`config.mk`:
```
export PLATFORM = sky130hd
export DESIGN_NAME = memory_address_handler
export DESIGN_NICKNAME = d
export VERILOG_FILES = /design/src/design/mem_addr_pkg.sv /design/src/design/memory_address_handler.sv /design/src/design/sp_incrementor.sv
export SDC_FILE = /design/constraint.sdc
export NUM_CORES = 1
export LEC_CHECK = 0
export ABC_AREA = 1
export BUFFER_PORTS_ARGS = -buffer_cell sky130_fd_sc_hd__buf_2
export CAP_MARGIN = 40
export CORE_MARGIN = 5
export CORE_UTILIZATION = 45
export DETAILED_ROUTE_END_ITERATION = 10
export PLACE_DENSITY = 0.79
export REMOVE_ABC_BUFFERS = 1
export SLEW_MARGIN = 10
export SYNTH_ARGS = -nofsm -noshare
export SYNTH_HDL_FRONTEND = slang
export SYNTH_SLANG_ARGS = --single-unit
```
`constraint.sdc`:
```
create_clock -name vclk -period 4.8
set_clock_uncertainty 0.05 [all_clocks]
set_input_delay 0.48 -clock vclk [all_inputs]
set_output_delay 0.48 -clock vclk [all_outputs]
set_load 0.1 [all_outputs]
```
`src/design/mem_addr_pkg.sv`:
```
package mem_addr_pkg;

    localparam int ADDR_WIDTH = 16;              // Word address bits
    localparam int DATA_WIDTH = 32;              // Data word and SP bits

    // Memory map in words
    localparam int CODE_AREA_SIZE    = 4096;
    localparam int KERNEL_STACK_SIZE = 2048;
    localparam int USER_STACK_SIZE   = 2048;

    localparam logic [DATA_WIDTH-1:0] SP_EMPTY_MARK = '1;  // Empty stack marker

    typedef enum logic [1:0] {
        OP_ACCESS = 2'd0,                        // Plain load/store
        OP_PUSH   = 2'd1,
        OP_POP    = 2'd2
    } stack_op_t;

    typedef enum logic [2:0] {
        SP_HOLD  = 3'd0,
        SP_INC   = 3'd1,
        SP_DEC   = 3'd2,
        SP_EMPTY = 3'd3,                         // Load the empty marker
        SP_FIRST = 3'd4                          // Load the highest slot
    } sp_step_t;

    typedef struct packed {
        logic                  valid;
        stack_op_t             op;
        logic                  kernel;           // Kernel stack selected
        logic                  write;            // Only for OP_ACCESS
        logic [ADDR_WIDTH-1:0] addr;
        logic [DATA_WIDTH-1:0] wdata;
    } mem_cmd_t;

    typedef struct packed {
        logic [ADDR_WIDTH-1:0] mem_addr;
        logic                  mem_we;
        logic                  mem_re;
        logic [DATA_WIDTH-1:0] next_sp;
        logic                  fault;            // Overflow or underflow
    } addr_result_t;

endpackage

```
`src/design/memory_address_handler.sv`:
```
`timescale 1ns/1ns

module memory_address_handler #(
    parameter int ADDR_WIDTH        = mem_addr_pkg::ADDR_WIDTH,
    parameter int DATA_WIDTH        = mem_addr_pkg::DATA_WIDTH,
    parameter int CODE_AREA_SIZE    = mem_addr_pkg::CODE_AREA_SIZE,
    parameter int KERNEL_STACK_SIZE = mem_addr_pkg::KERNEL_STACK_SIZE,
    parameter int USER_STACK_SIZE   = mem_addr_pkg::USER_STACK_SIZE
) (
    input  logic                       rst,
    input  mem_addr_pkg::mem_cmd_t     cmd,
    input  logic [ADDR_WIDTH-1:0]      pc,
    input  logic [DATA_WIDTH-1:0]      cur_sp,
    output logic [ADDR_WIDTH-1:0]      instr_addr,
    output mem_addr_pkg::addr_result_t res
);

    // Stack bounds, both stacks sit right above the code area
    localparam int KSTACK_LOW  = CODE_AREA_SIZE;
    localparam int KSTACK_HIGH = CODE_AREA_SIZE + KERNEL_STACK_SIZE - 1;
    localparam int USTACK_LOW  = CODE_AREA_SIZE + KERNEL_STACK_SIZE;
    localparam int USTACK_HIGH = USTACK_LOW + USER_STACK_SIZE - 1;

    logic [DATA_WIDTH-1:0]  stack_low;
    logic [DATA_WIDTH-1:0]  stack_high;
    logic [DATA_WIDTH-1:0]  next_sp;
    logic                   sp_empty;
    mem_addr_pkg::sp_step_t step;
    logic [ADDR_WIDTH-1:0]  addr;
    logic                   access;
    logic                   is_write;
    logic                   fault;

    assign instr_addr = rst ? '0 : pc;       // Fetch address held at zero in reset

    assign stack_low  = cmd.kernel ? DATA_WIDTH'(KSTACK_LOW) : DATA_WIDTH'(USTACK_LOW);
    assign stack_high = cmd.kernel ? DATA_WIDTH'(KSTACK_HIGH) : DATA_WIDTH'(USTACK_HIGH);
    assign sp_empty   = (cur_sp == mem_addr_pkg::SP_EMPTY_MARK);

    sp_incrementor #(
        .DATA_WIDTH(DATA_WIDTH)
    ) u_sp_incr (
        .step (step),
        .cur  (cur_sp),
        .first(stack_high),
        .next (next_sp)
    );

    always_comb begin
        step     = mem_addr_pkg::SP_HOLD;
        addr     = cmd.addr;
        access   = 1'b0;
        is_write = 1'b0;
        fault    = 1'b0;
        case (cmd.op)
            mem_addr_pkg::OP_PUSH: begin
                addr = next_sp[ADDR_WIDTH-1:0];  // Write lands at the new SP
                if (sp_empty) begin
                    step     = mem_addr_pkg::SP_FIRST;
                    access   = 1'b1;
                    is_write = 1'b1;
                end else if (cur_sp > stack_low) begin
                    step     = mem_addr_pkg::SP_DEC;
                    access   = 1'b1;
                    is_write = 1'b1;
                end else begin
                    fault = 1'b1;                // Overflow
                end
            end
            mem_addr_pkg::OP_POP: begin
                addr = cur_sp[ADDR_WIDTH-1:0];   // Read the current top
                if (sp_empty) begin
                    fault = 1'b1;                // Underflow
                end else begin
                    access = 1'b1;
                    step   = (cur_sp < stack_high) ? mem_addr_pkg::SP_INC
                                                   : mem_addr_pkg::SP_EMPTY;
                end
            end
            default: begin
                access   = 1'b1;
                is_write = cmd.write;
            end
        endcase
    end

    always_comb begin
        res.mem_addr = addr;
        res.mem_we   = cmd.valid & access & is_write;
        res.mem_re   = cmd.valid & access & ~is_write;
        res.next_sp  = next_sp;
        res.fault    = cmd.valid & fault;
    end

endmodule

```
`src/design/sp_incrementor.sv`:
```
`timescale 1ns/1ns

module sp_incrementor #(
    parameter int DATA_WIDTH = mem_addr_pkg::DATA_WIDTH
) (
    input  mem_addr_pkg::sp_step_t step,
    input  logic [DATA_WIDTH-1:0]  cur,
    input  logic [DATA_WIDTH-1:0]  first,    // Top slot of the active stack
    output logic [DATA_WIDTH-1:0]  next
);

    localparam logic [DATA_WIDTH-1:0] ONE = DATA_WIDTH'(1);

    always_comb begin
        case (step)
            mem_addr_pkg::SP_INC: begin
                next = cur + ONE;                // Pop moves toward the top
            end
            mem_addr_pkg::SP_DEC: begin
                next = cur - ONE;                // Stack grows downward
            end
            mem_addr_pkg::SP_EMPTY: begin
                next = mem_addr_pkg::SP_EMPTY_MARK;
            end
            mem_addr_pkg::SP_FIRST: begin
                next = first;                    // First push on empty stack
            end
            default: begin
                next = cur;
            end
        endcase
    end

endmodule

```
==> metrics list <==
- Status: finished, final reports clean
* First-pass GRT wire length: 20.9 mm
- In the final layout, the share of cells above drive strength 1 is 25.6%.
- Full die area: 9510 sq um
* Peak supply drop: 0.145 mV
- Pin placement for this block handled 169 I/O pins.
- Data on the critical path is required at its endpoint by 4.27 ns.
- Pins over their slew limit: 0
- The number of global-route vias before repair is 4367.
* Vias per cell: 5.40
* Cell mode on critical path: sky130_fd_sc_hd__nand2_1
- Final layout net count: 925
- Portion of synthesized cell area occupied by the leading cell type: 18.8%
- Count of final hold-check violations: 0
- Hold is met by 1.33 ns.
- DRT iter0 DRCs: 336
- HPWL reported at the end of detailed placement: 10.9 mm
* Library cells used by synthesis: 41
* Final-layout fill cell count: 760
- For this run, design rule violations remaining after detail routing come to 0.
- Post-route cell area: 4940 sq um
- Overall fraction of global-route tracks in use: 25.6%
* Largest stage delay, worst path: 0.29 ns
* Ordered list of cells on the worst path: buf_2 > inv_1 > ha_1 > nand2_1 > nor2_1 > nand2_1 > o21ai_2 > nand2_2 > nand3_4 > clkinvlp_4 > buf_12 > ha_4 > nand2_1 > nor2_1 > inv_1 > nor3_2 > nand2_1 > nand2_1 > xor2_1 > nand2_2 > nand2_2 > nand2_1 > a21oi_2 > buf_12
- Total global routing overflow: 0
- After layout, the worst path uses 95.3% of the clock period.
- Averaged over all synthesized cells, the footprint is 5.28 sq um.
* Most common library cell in the layout ignoring fill and taps: sky130_fd_sc_hd__nand2_1
* Type of the setup path with the least slack: input port to output pin
* Most area-consuming cells after synthesis: sky130_fd_sc_hd__nand2_1 19%, sky130_fd_sc_hd__ha_1 12%, sky130_fd_sc_hd__a21oi_1 11%
- The critical path crosses 24 cells after its start point.
- Hold-critical path endpoint: res[42]
- Class of the most critical hold timing path: input port to output pin
- In this run the worst path has a maximum fanout of 6.
- Buffers inserted to repair hold after CTS numbered 0.
- Detailed-router iteration count before antenna repair: 5
- The initial utilization of the core area, before any placement, comes to 45.3%.
- Number of vias in the routed layout: 4799
* Combined buffer and inverter count along the critical path: 6
- The share of the Yosys chip area taken by registers is 0%.
- The Yosys step of the flow raised 0 warnings.
* Highest clock rate: 219 MHz
* Number of antenna violations at the first check in global routing: 0
* Num sequential: 0
* Tightest Pin Transition: 0.495 ns
* Post-route insts no fill: 888
- Die Width: 97.5 um
* Number of antenna-violating nets in the routed design: 0
* Cells after synthesis: 653
- Placed cell count: 883
* Uppermost layer routed: met4
* Cell row count: 32
- The biggest area contributor in the post-synthesis netlist is sky130_fd_sc_hd__nand2_1.
- In the final routed layout, each cell accounts on average for 15.0 um.
* Post-DP Area: 4830 sq um
* Type of element capturing the critical path: output pin
- For this block, wires on met1 add up to 5.71 mm.
- Worst Path Arrival: 4.04 ns
- Pin count of the biggest net entering global routing: 29
- Placer congestion estimate: 1.02
- Power comes to 1.07 mW.
- Area Overhead vs Synth: 43.3%
- Summing all flip-flop and latch instances after layout gives 0 sq um.
- Max cap viols: 0
- STA classifies the critical path startpoint as an input port.
* Commonest cells after routing, fill and taps aside: 173 x sky130_fd_sc_hd__nand2_1, 98 x sky130_fd_sc_hd__nor2_1, 95 x sky130_fd_sc_hd__buf_2
* PortBufs: 137
* # setup viols final: 0
* Worst hold path stage count: 4
- Number of clock buffer instances in the layout: 0
- Met3 WL post-DR: 941 um
- Dividing total power by cell area gives a power density of 217 nW/um^2.
- The die is 97.5 um tall.
* Kind of cell with the highest combined delay on the critical path: simple AND/OR/NAND/NOR gates
* Netlist Area Pre-Place: 3450 sq um
- Final min period: 4.57 ns
- Leakage Power: 2.68 nW
- Wires add up to 13.3 mm.
- In this run the most critical hold path is launched from cmd[39].
- Summed over all nets, wire length on met2 after detailed routing comes to 6.39 mm.
* # diodes: 0
- Slew Limit Headroom: 67.2%
- The core region is 7610 sq um.
- The slowest stage of the critical path is the sky130_fd_sc_hd__ha_4 cell.
## how the worst max path moves through the flow
stage	startpoint	to	slack (ns)
global placement	cur_sp[11]	res[23]	0.11
detailed placement	cur_sp[11]	res[32]	0.04
floorplan	cmd[50]	res[48]	-1.46
global route	cur_sp[11]	res[32]	-0.04
CTS	cur_sp[11]	res[32]	0.03
finish	cur_sp[11]	res[50]	0.23
## routing by layer
metal,vias to the layer above,GRT usage (%)
li1,2400,-
met4,0,5.96
met2,183,45.0
met5,-,0
met3,29,2.37
met1,2187,33.6
## Yosys cell counts, drive strengths merged
cell,instances
nand3b,1
o21bai,4
a21oi,83
o211a,1
and2,12
or2,2
buf,9
o21a,4
o21ai,24
nand4,12
o211ai,2
nand2,189
a21boi,4
nand3,55
nor2,101
o221ai,1
and3,1
a21o,4
nor3,4
fa,1
xnor2,7
xor2,7
a31oi,2
clkbuf,7
ha,34
inv,82
## repair_timing
item,CTS,global route
resized for setup,0,17
endpoints found under the setup margin,0,21
setup buffers,0,2
## kinds of logic (layout without fill, tap and decap cells)
| kind of cell | after synthesis | after routing | synth area share (%) |
|---|---|---|---|
| AND/OR/NAND/NOR | 377 | 377 | 50.1 |
| AO/OA/AOI/OAI | 129 | 129 | 21.3 |
| buffers and inverters | 98 | 231 | 12.1 |
| adder cells (fa/ha/maj) | 35 | 35 | 12.9 |
| XOR/XNOR | 14 | 14 | 3.56 |
## metrics by stage
stage               setup TNS, ns  util [%]  setup WS [ns]
floorplan                  -10.11         -          -1.46
global placement                0      63.6          0.113
detailed placement              0      63.6         0.0415
CTS                             0      63.6         0.0255
global route              -0.0396      64.9        -0.0396
finish                          0      64.9          0.225
## power by group
part	total [mW]	internal (mW)	switching (mW)	leakage, nW
Combinational	1.07	0.324	0.748	2.68
Clock	0	0	0	0
Sequential	0	0	0	0
Total	1.07	0.324	0.748	2.68
## area by class of cell
cell class / instances / area [sq um] / area share (%)
well taps: 102 / 128 / 2.58
multi-input cells: 555 / 3080 / 62.4
inverters: 82 / 312 / 6.31
repair buffers: 146 / 1400 / 28.3
repair inverters: 3 / 22.5 / 0.456
(Power assumes the default switching activity.)
