==> src/design/mem_addr_pkg.sv <==
package mem_addr_pkg;

    localparam int ADDR_WIDTH = 16;              // Word address bits
    localparam int DATA_WIDTH = 32;              // Data word and SP bits

    // Memory map in words
    localparam int CODE_AREA_SIZE    = 4096;
    localparam int KERNEL_STACK_SIZE = 2048;
    localparam int USER_STACK_SIZE   = 2048;

    localparam logic [DATA_WIDTH-1:0] SP_EMPTY_MARK = '1;  // Empty stack marker

    typedef enum logic [1:0] {
        OP_ACCESS = 2'd0,                        // Plain load/store
        OP_PUSH   = 2'd1,
        OP_POP    = 2'd2
    } stack_op_t;

    typedef enum logic [2:0] {
        SP_HOLD  = 3'd0,
        SP_INC   = 3'd1,
        SP_DEC   = 3'd2,
        SP_EMPTY = 3'd3,                         // Load the empty marker
        SP_FIRST = 3'd4                          // Load the highest slot
    } sp_step_t;

    typedef struct packed {
        logic                  valid;
        stack_op_t             op;
        logic                  kernel;           // Kernel stack selected
        logic                  write;            // Only for OP_ACCESS
        logic [ADDR_WIDTH-1:0] addr;
        logic [DATA_WIDTH-1:0] wdata;
    } mem_cmd_t;

    typedef struct packed {
        logic [ADDR_WIDTH-1:0] mem_addr;
        logic                  mem_we;
        logic                  mem_re;
        logic [DATA_WIDTH-1:0] next_sp;
        logic                  fault;            // Overflow or underflow
    } addr_result_t;

endpackage

==> src/design/core_state_regs.sv <==
`timescale 1ns/1ns

module core_state_regs #(
    parameter int ADDR_WIDTH = mem_addr_pkg::ADDR_WIDTH,
    parameter int DATA_WIDTH = mem_addr_pkg::DATA_WIDTH
) (
    input  logic                       clk,
    input  logic                       rst,
    input  mem_addr_pkg::mem_cmd_t     cmd,
    input  mem_addr_pkg::addr_result_t res,
    output logic [ADDR_WIDTH-1:0]      pc,
    output logic [DATA_WIDTH-1:0]      cur_sp
);

    logic [DATA_WIDTH-1:0] kernel_sp;
    logic [DATA_WIDTH-1:0] user_sp;

    // Pointer of the commanded mode
    assign cur_sp = cmd.kernel ? kernel_sp : user_sp;

    always_ff @(posedge clk) begin
        if (rst) begin
            pc <= '0;
        end else if (cmd.valid) begin
            pc <= pc + ADDR_WIDTH'(1);           // One word per command
        end
    end

    always_ff @(posedge clk) begin
        if (rst) begin
            kernel_sp <= mem_addr_pkg::SP_EMPTY_MARK;
            user_sp   <= mem_addr_pkg::SP_EMPTY_MARK;
        end else if (cmd.valid) begin
            if (cmd.kernel) begin
                kernel_sp <= res.next_sp;
            end else begin
                user_sp <= res.next_sp;          // Other mode left untouched
            end
        end
    end

endmodule

==> config.mk <==
export PLATFORM = sky130hd
export DESIGN_NAME = core_state_regs
export DESIGN_NICKNAME = d
export VERILOG_FILES = /design/src/design/mem_addr_pkg.sv /design/src/design/core_state_regs.sv
export SDC_FILE = /design/constraint.sdc
export NUM_CORES = 1
export LEC_CHECK = 0
export ABC_AREA = 1
export BUFFER_PORTS_ARGS = -buffer_cell sky130_fd_sc_hd__buf_2
export CAP_MARGIN = 10
export CELL_PAD_IN_SITES_DETAIL_PLACEMENT = 2
export CELL_PAD_IN_SITES_GLOBAL_PLACEMENT = 2
export CORE_ASPECT_RATIO = 0.8
export CORE_MARGIN = 1.5
export CORE_UTILIZATION = 26
export CTS_BUF_LIST = sky130_fd_sc_hd__clkbuf_4 sky130_fd_sc_hd__clkbuf_8
export CTS_CLUSTER_DIAMETER = 40
export CTS_CLUSTER_SIZE = 28
export DETAILED_ROUTE_END_ITERATION = 8
export GPL_TIMING_DRIVEN = 0
export PLACE_DENSITY = 0.93
export SLEW_MARGIN = 20
export SYNTH_ARGS = -nofsm -noshare
export SYNTH_HDL_FRONTEND = slang
export SYNTH_SLANG_ARGS = --single-unit
==> constraint.sdc <==
create_clock -name clk -period 2.15 [get_ports clk]
set_clock_uncertainty 0.05 [all_clocks]
set_input_delay 0.215 -clock clk [delete_from_list [all_inputs] [get_ports clk]]
set_output_delay 0.215 -clock clk [all_outputs]
set_load 0.03 [all_outputs]
==> results.sh, run 1 <==
export IMPL_grt_total_usage_pct=18.0
export IMPL_drt_met1_wl_mm=5.40
export IMPL_synth_top_family_by_area="simple AND/OR/NAND/NOR gates"
export IMPL_first_pass_iters=6
export IMPL_path_delay_family="buffers and inverters"
export IMPL_clk_pin_slew_worst_paths_ps=90
export IMPL_ios=154
export IMPL_ant_nets=0
export IMPL_finalHoldViolCount=0
export IMPL_utilization_pct=33.1
export IMPL_syn_area_mm2=0.00339
export IMPL_holdBufCountCts=0
export IMPL_nets=703
export IMPL_slew_headroom_pct=62.7
export IMPL_status="complete, no violations"
export IMPL_top_layer="met4"
export IMPL_layout_commonest_cell="nand2_1"
export IMPL_ys_seq_area_share_pct=47.3
export IMPL_dr_first_iter_drc_count=125
export IMPL_ys_types=19
export IMPL_gp_congestion=0.767
export IMPL_place_area_mm2=0.00402
export IMPL_die_h_um=105
export IMPL_wl_per_cell_um=15.2
export IMPL_grt_max_degree=14
export IMPL_die_area_mm2=0.0137
export IMPL_cp_required_ps=1880
export IMPL_power_density_mw_per_mm2=791
export IMPL_syn_inst=503
export IMPL_p_leak_uw=0.00213
export IMPL_synthMuxAreaShare_pct=0
export IMPL_cts_root_buf="clkbuf_8"
export IMPL_finish_instance_area_mm2=0.00423
export IMPL_maxClockFrequency_mhz=609
export IMPL_worst_path_max_delay_cell="clkbuf_1"
export IMPL_max_cap_viol_count=0
export IMPL_grt_pass1_wl_mm=19.1
export IMPL_vias=3547
export IMPL_cts_tree="yes"
export IMPL_diodes=0
export IMPL_tns_ps=0
export IMPL_std_cell_rows=37
export IMPL_crit_type="in -> out"
export IMPL_setup_viol=0
export IMPL_critical_path_arrival_ps=1380
export IMPL_drv_slew=0
export IMPL_drive_gt1_share_pct=19.6
export IMPL_area_growth_pct=24.8
export IMPL_cts_buffers=9
export IMPL_synth_seq_cells=80
export IMPL_timing_hold_ws_ps=22.5
export IMPL_final_cell_mix="nand2_1 (251), buf_2 (94), dfxtp_1 (80)"
export IMPL_chipWidth_um=131
export IMPL_cp_num_buf_inv=4
export IMPL_synth_top_cell_area_share_pct=47.3
export IMPL_tightest_slew_ps=559
export IMPL_synthAdderAreaFrac_pct=0.369
export IMPL_vdd_drop_max_mv=0.292
export IMPL_rsz0062_at_grt="false"
export IMPL_endpoint_kind="primary output"
export IMPL_routed_wl_mm=11.8
export IMPL_synth_xor_area_share_pct=0.517
export IMPL_synth_net_count=610
export IMPL_synth_area_leaders="dfxtp_1 (47%), nand2_1 (28%), nand3_1 (11%), nor2_1 (2.8%), buf_2 (1.8%)"
export IMPL_design_core_area_mm2=0.0128
export IMPL_min_path_type="in -> reg"
export IMPL_grt_overflow=0
export IMPL_finalCriticalPeriod_ps=1640
export IMPL_cts_resized=0
export IMPL_clockBufferDepth=2
export IMPL_antenna_found_initial=0
export IMPL_critPathLaunchType="primary input"
export IMPL_crit_fanout=10
export IMPL_cts_sinks=80
export IMPL_worstPathCellList="buf_2 -> inv_1 -> clkbuf_1 -> nand2_1 -> nand2_1 -> buf_2"
export IMPL_cts_setup_buffers=0
export IMPL_grt_pass1_vias=3807
export IMPL_dp_final_hpwl_mm=8.66
export IMPL_drc=0
export IMPL_synth_compound_area_share_pct=2.07
export IMPL_min_period_over_period_pct=76.4
export IMPL_viasPerCell=4.57
export IMPL_clk_latency_ps=360
export IMPL_synth_simple_area_share_pct=44.3
export IMPL_h_tree_depth=3
export IMPL_wl_met3_um=302
export IMPL_wl_met2_mm=6.03
export IMPL_syn_avg_cell_area_um2=6.73
export IMPL_yosysTopAreaCell="dfxtp_1"
export IMPL_yosysWarnings=0
export IMPL_max_stage_delay_ps=420
export IMPL_initial_utilization_pct=26.5
export IMPL_port_buffers=82
-- power by group --
group / switching (µW) / total (µW) / internal, µW
Clock: 583 / 1200 / 614
Sequential: 49.2 / 1610 / 1570
Combinational: 371 / 533 / 162
-- through the flow --
step	std cells	setup WS, ps	total power [µW]
3_5_place_dp	760	448	2190
3_3_place_gp	760	491	2160
6_report	776	507	3340
5_1_grt	776	325	3520
4_1_cts	776	453	3400
2_1_floorplan	503	589	1980
-- cells by family (layout without fill, tap and decap cells) --
family / after synthesis / after routing
adders and majority gates: 1 / 1
and+or+nand+nor: 363 / 363
xor gates and xnor gates: 2 / 2
buffers and inverters: 43 / 141
AOI/OAI and AO/OA: 14 / 14
DFF: 80 / 80
-- synth_stat cells --
library cell	number
nand2_1	251
dfxtp_1	80
nand3_1	77
nor2_1	25
clkbuf_1	15
inv_1	15
buf_2	12
a21oi_1	9
o21ai_0	5
nand4_1	3
nor2_2	2
nor2_4	2
buf_6	1
ha_1	1
nand2_2	1
nand3_2	1
nor3_2	1
xnor2_1	1
xor2_1	1
-- state kept, by name (all words and copies together), names as in the netlist --
register,count
kernel_sp,32
user_sp,32
pc,16
-- worst min-delay path: stages --
cell and delay [ps]:
buf_2 90, nand2_1 50, nand3_1 50
-- final timing paths --
path                                  from           end  slack [ps]  cells past startpoint
worst max-delay path               cmd[49]    cur_sp[16]         510                      6
worst min register to register  user_sp[7]    user_sp[7]         420                      2
worst min-delay path                res[4]  kernel_sp[3]          20                      3
worst max register to register       pc[0]        pc[14]         530                      6
-- routing by layer --
metal / track usage, % / vias to the layer above
li1: - / 1762
met4: 4.24 / 0
met5: 0 / -
met1: 22.4 / 1728
met3: 2.61 / 5
met2: 32.3 / 52
-- area by class of cell --
| cell class | instances | area (µm²) |
|---|---|---|
| Clock buffer | 12 | 159 |
| Buffer | 28 | 128 |
| Clock inverter | 4 | 52.6 |
| Timing Repair Buffer | 82 | 410 |
| Sequential cell | 80 | 1600 |
| Inverter | 15 | 56.3 |
| Multi-Input combinational cell | 380 | 1600 |
| Tap cell | 175 | 219 |
| Fill cell | 1596 | 8550 |
(Power assumes the default switching activity.)
==> run 2, diff against run 1 <==
--- a/config.mk
+++ b/config.mk
@@ -12,13 +12,13 @@
 export CELL_PAD_IN_SITES_GLOBAL_PLACEMENT = 2
 export CORE_ASPECT_RATIO = 0.8
 export CORE_MARGIN = 1.5
-export CORE_UTILIZATION = 26
+export CORE_UTILIZATION = 22
 export CTS_BUF_LIST = sky130_fd_sc_hd__clkbuf_4 sky130_fd_sc_hd__clkbuf_8
 export CTS_CLUSTER_DIAMETER = 40
 export CTS_CLUSTER_SIZE = 28
 export DETAILED_ROUTE_END_ITERATION = 8
 export GPL_TIMING_DRIVEN = 0
-export PLACE_DENSITY = 0.93
+export PLACE_DENSITY = 0.85
 export SLEW_MARGIN = 20
 export SYNTH_ARGS = -nofsm -noshare
 export SYNTH_HDL_FRONTEND = slang
==> constraint.sdc (replaced) <==
create_clock -name clk -period 1.4 [get_ports clk]
set_clock_uncertainty 0.05 [all_clocks]
set_input_delay 0.14 -clock clk [delete_from_list [all_inputs] [get_ports clk]]
set_output_delay 0.14 -clock clk [all_outputs]
set_load 0.03 [all_outputs]
==> run 2 against run 1 <==
  * Die area grew 18%
  * Critical path depth unchanged
  * Clock power rose by 47%
  * Worst setup slack worse by 410 ps
  * Count of clock-buffer cells in the layout shrank 3
  * Global-route usage shrank 0.92 points
  * Cell count rose by 6.7%
  * Sequential power increased by 54%
  * Register-to-register slack got worse by 430 ps
  * Combinational power grew 72%
  * Final area up 10%
  * Non-clock buffer count rose by 38
  * Critical path type unchanged
  * Largest power group unchanged
  * Highest routed layer unchanged
==> results.sh, run 2 (synthesis results as in run 1) <==
export IMPL_regToRegSetupSlack_ps=100
export IMPL_clk_latency_ps=370
export IMPL_routed_wl_mm=13.2
export IMPL_diodes=0
export IMPL_setup_viol=0
export IMPL_timing_hold_ws_ps=90.7
export IMPL_ios=154
export IMPL_min_path_type="in -> reg"
export IMPL_status="complete, no violations"
export IMPL_first_pass_iters=4
export IMPL_place_area_mm2=0.00404
export IMPL_timing_rr_start="pc[1]"
export IMPL_min_period_over_period_pct=93.4
export IMPL_std_cell_rows=40
export IMPL_clk_pin_slew_worst_paths_ps=90
export IMPL_p_leak_uw=0.00232
export IMPL_drive_gt1_share_pct=22.1
export IMPL_design_core_area_mm2=0.0150
export IMPL_clockBufferDepth=2
export IMPL_cp_endpoint="cur_sp[9]"
export IMPL_final_cell_mix="nand2_1 (249), buf_2 (94), nand3_1 (76)"
export IMPL_initial_utilization_pct=22.6
export IMPL_antenna_found_initial=0
export IMPL_area_growth_pct=37.4
export IMPL_grt_pass1_wl_mm=21.4
export IMPL_vdd_drop_max_mv=0.591
export IMPL_grt_total_usage_pct=17.1
export IMPL_nets=741
export IMPL_cts_tree="yes"
export IMPL_rr_endpoint="pc[8]"
export IMPL_finish_instance_area_mm2=0.00465
export IMPL_rsz0062_at_grt="false"
export IMPL_crit_path_start="cmd[49]"
export IMPL_power_density_mw_per_mm2=1110
export IMPL_dp_final_hpwl_mm=9.03
export IMPL_port_buffers=82
export IMPL_h_tree_depth=3
export IMPL_tightest_slew_ps=614
export IMPL_max_cap_viol_count=0
export IMPL_finalCriticalPeriod_ps=1310
export IMPL_vias=3781
export IMPL_drv_slew=0
export IMPL_die_area_mm2=0.0162
export IMPL_chipWidth_um=142
export IMPL_worstPathCellList="buf_2 -> inv_1 -> clkbuf_4 -> nand2_1 -> nand2_1 -> buf_2"
export IMPL_die_h_um=114
export IMPL_grt_pass1_vias=4145
export IMPL_slew_headroom_pct=59.1
export IMPL_grt_max_degree=15
export IMPL_ant_nets=0
export IMPL_finalHoldViolCount=0
export IMPL_critical_path_arrival_ps=1120
export IMPL_worst_path_max_delay_cell="clkbuf_4"
export IMPL_viasPerCell=4.57
export IMPL_dr_first_iter_drc_count=150
export IMPL_crit_type="in -> out"
export IMPL_crit_cells=6
export IMPL_gp_congestion=0.747
export IMPL_cp_required_ps=1210
export IMPL_holdCritStartpoint="cmd[52]"
export IMPL_power_total_uw=5150
export IMPL_wl_per_cell_um=15.9
export IMPL_path_delay_family="buffers and inverters"
export IMPL_endpoint_kind="primary output"
export IMPL_cts_buffers=9
export IMPL_critPathLaunchType="primary input"
export IMPL_maxClockFrequency_mhz=765
export IMPL_layout_commonest_cell="nand2_1"
export IMPL_r2r_cells=7
export IMPL_crit_fanout=10
export IMPL_max_stage_delay_ps=270
export IMPL_cp_num_buf_inv=4
export IMPL_nFillCells=1810
export IMPL_cts_root_buf="clkbuf_8"
export IMPL_drc=0
export IMPL_grt_overflow=0
export IMPL_cts_sinks=80
export IMPL_reg_top3="kernel_sp x32, user_sp x32, pc x16"
-- run 2: cell types whose count changed in the layout (fill, tap and decap cells not counted), sizes merged --
cell	delta
buf	+5
clkbuf	-3
clkinv	+2
dlygate4sd3	+33
inv	+1
-- run 2: cell type report --
type	count	area, µm²	share of cell area [%]
Buffer	28	143	3.06
Timing Repair Buffer	120	778	16.7
Sequential cell	80	1620	34.7
Multi-Input combinational cell	380	1630	35.0
Clock buffer	9	124	2.66
Inverter	15	56.3	1.21
Tap cell	189	236	5.08
Clock inverter	7	71.3	1.53
-- run 2: per-layer routing --
layer | vias up | part of all wire [%] | wire, µm | global-route usage (%)
li1 | 1838 | - | - | -
met1 | 1872 | 46 | 6040 | 20.3
met2 | 61 | 51 | 6680 | 31.3
met3 | 10 | 2.6 | 347 | 3.69
met4 | 0 | 0.85 | 112 | 3.85
met5 | - | 0 | 0 | 0
-- run 2: timing repair --
| action | 4_1_cts | 5_1_grt |
|---|---|---|
| buffers inserted | 5 | 0 |
| hold endpoints to repair | 68 | 0 |
| pin swaps | 1 | 2 |
| hold buffers | 33 | 0 |
| endpoints found under the setup margin | 34 | 31 |
| gates resized for setup | 9 | 18 |
-- run 2: power by group --
group,internal [µW],switching [µW]
logic,318,597
clock network,823,933
registers,2400,73.9
total,3550,1600
-- run 2: worst min path at each step --
stage | end | slack (ps) | depth (start not counted)
CTS | pc[0] | 70 | 3
detailed placement | kernel_sp[2] | 320 | 3
finish | pc[0] | 90 | 3
global route | pc[0] | 80 | 3
floorplan | pc[13] | 160 | 1
global placement | kernel_sp[31] | 310 | 3
-- run 2: worst register-to-register path, cell delays in order (launching register included) --
cell     delay [ps]
dfxtp_4         390
ha_4            150
nand3_2         100
nor2_4          160
buf_4           170
nand2_1          70
nand2_1          70
nor2_1           50
-- run 2: metrics by stage --
stage	worst slack (ps)	utilization [%]	instances	TNS, ps
6_report	92.6	31.0	828	0
5_1_grt	11.9	31.0	828	0
4_1_cts	7.50	30.7	828	0
3_5_place_dp	-211	26.9	774	-8030
3_3_place_gp	-161	26.9	774	-5340
2_1_floorplan	5.14	-	503	0
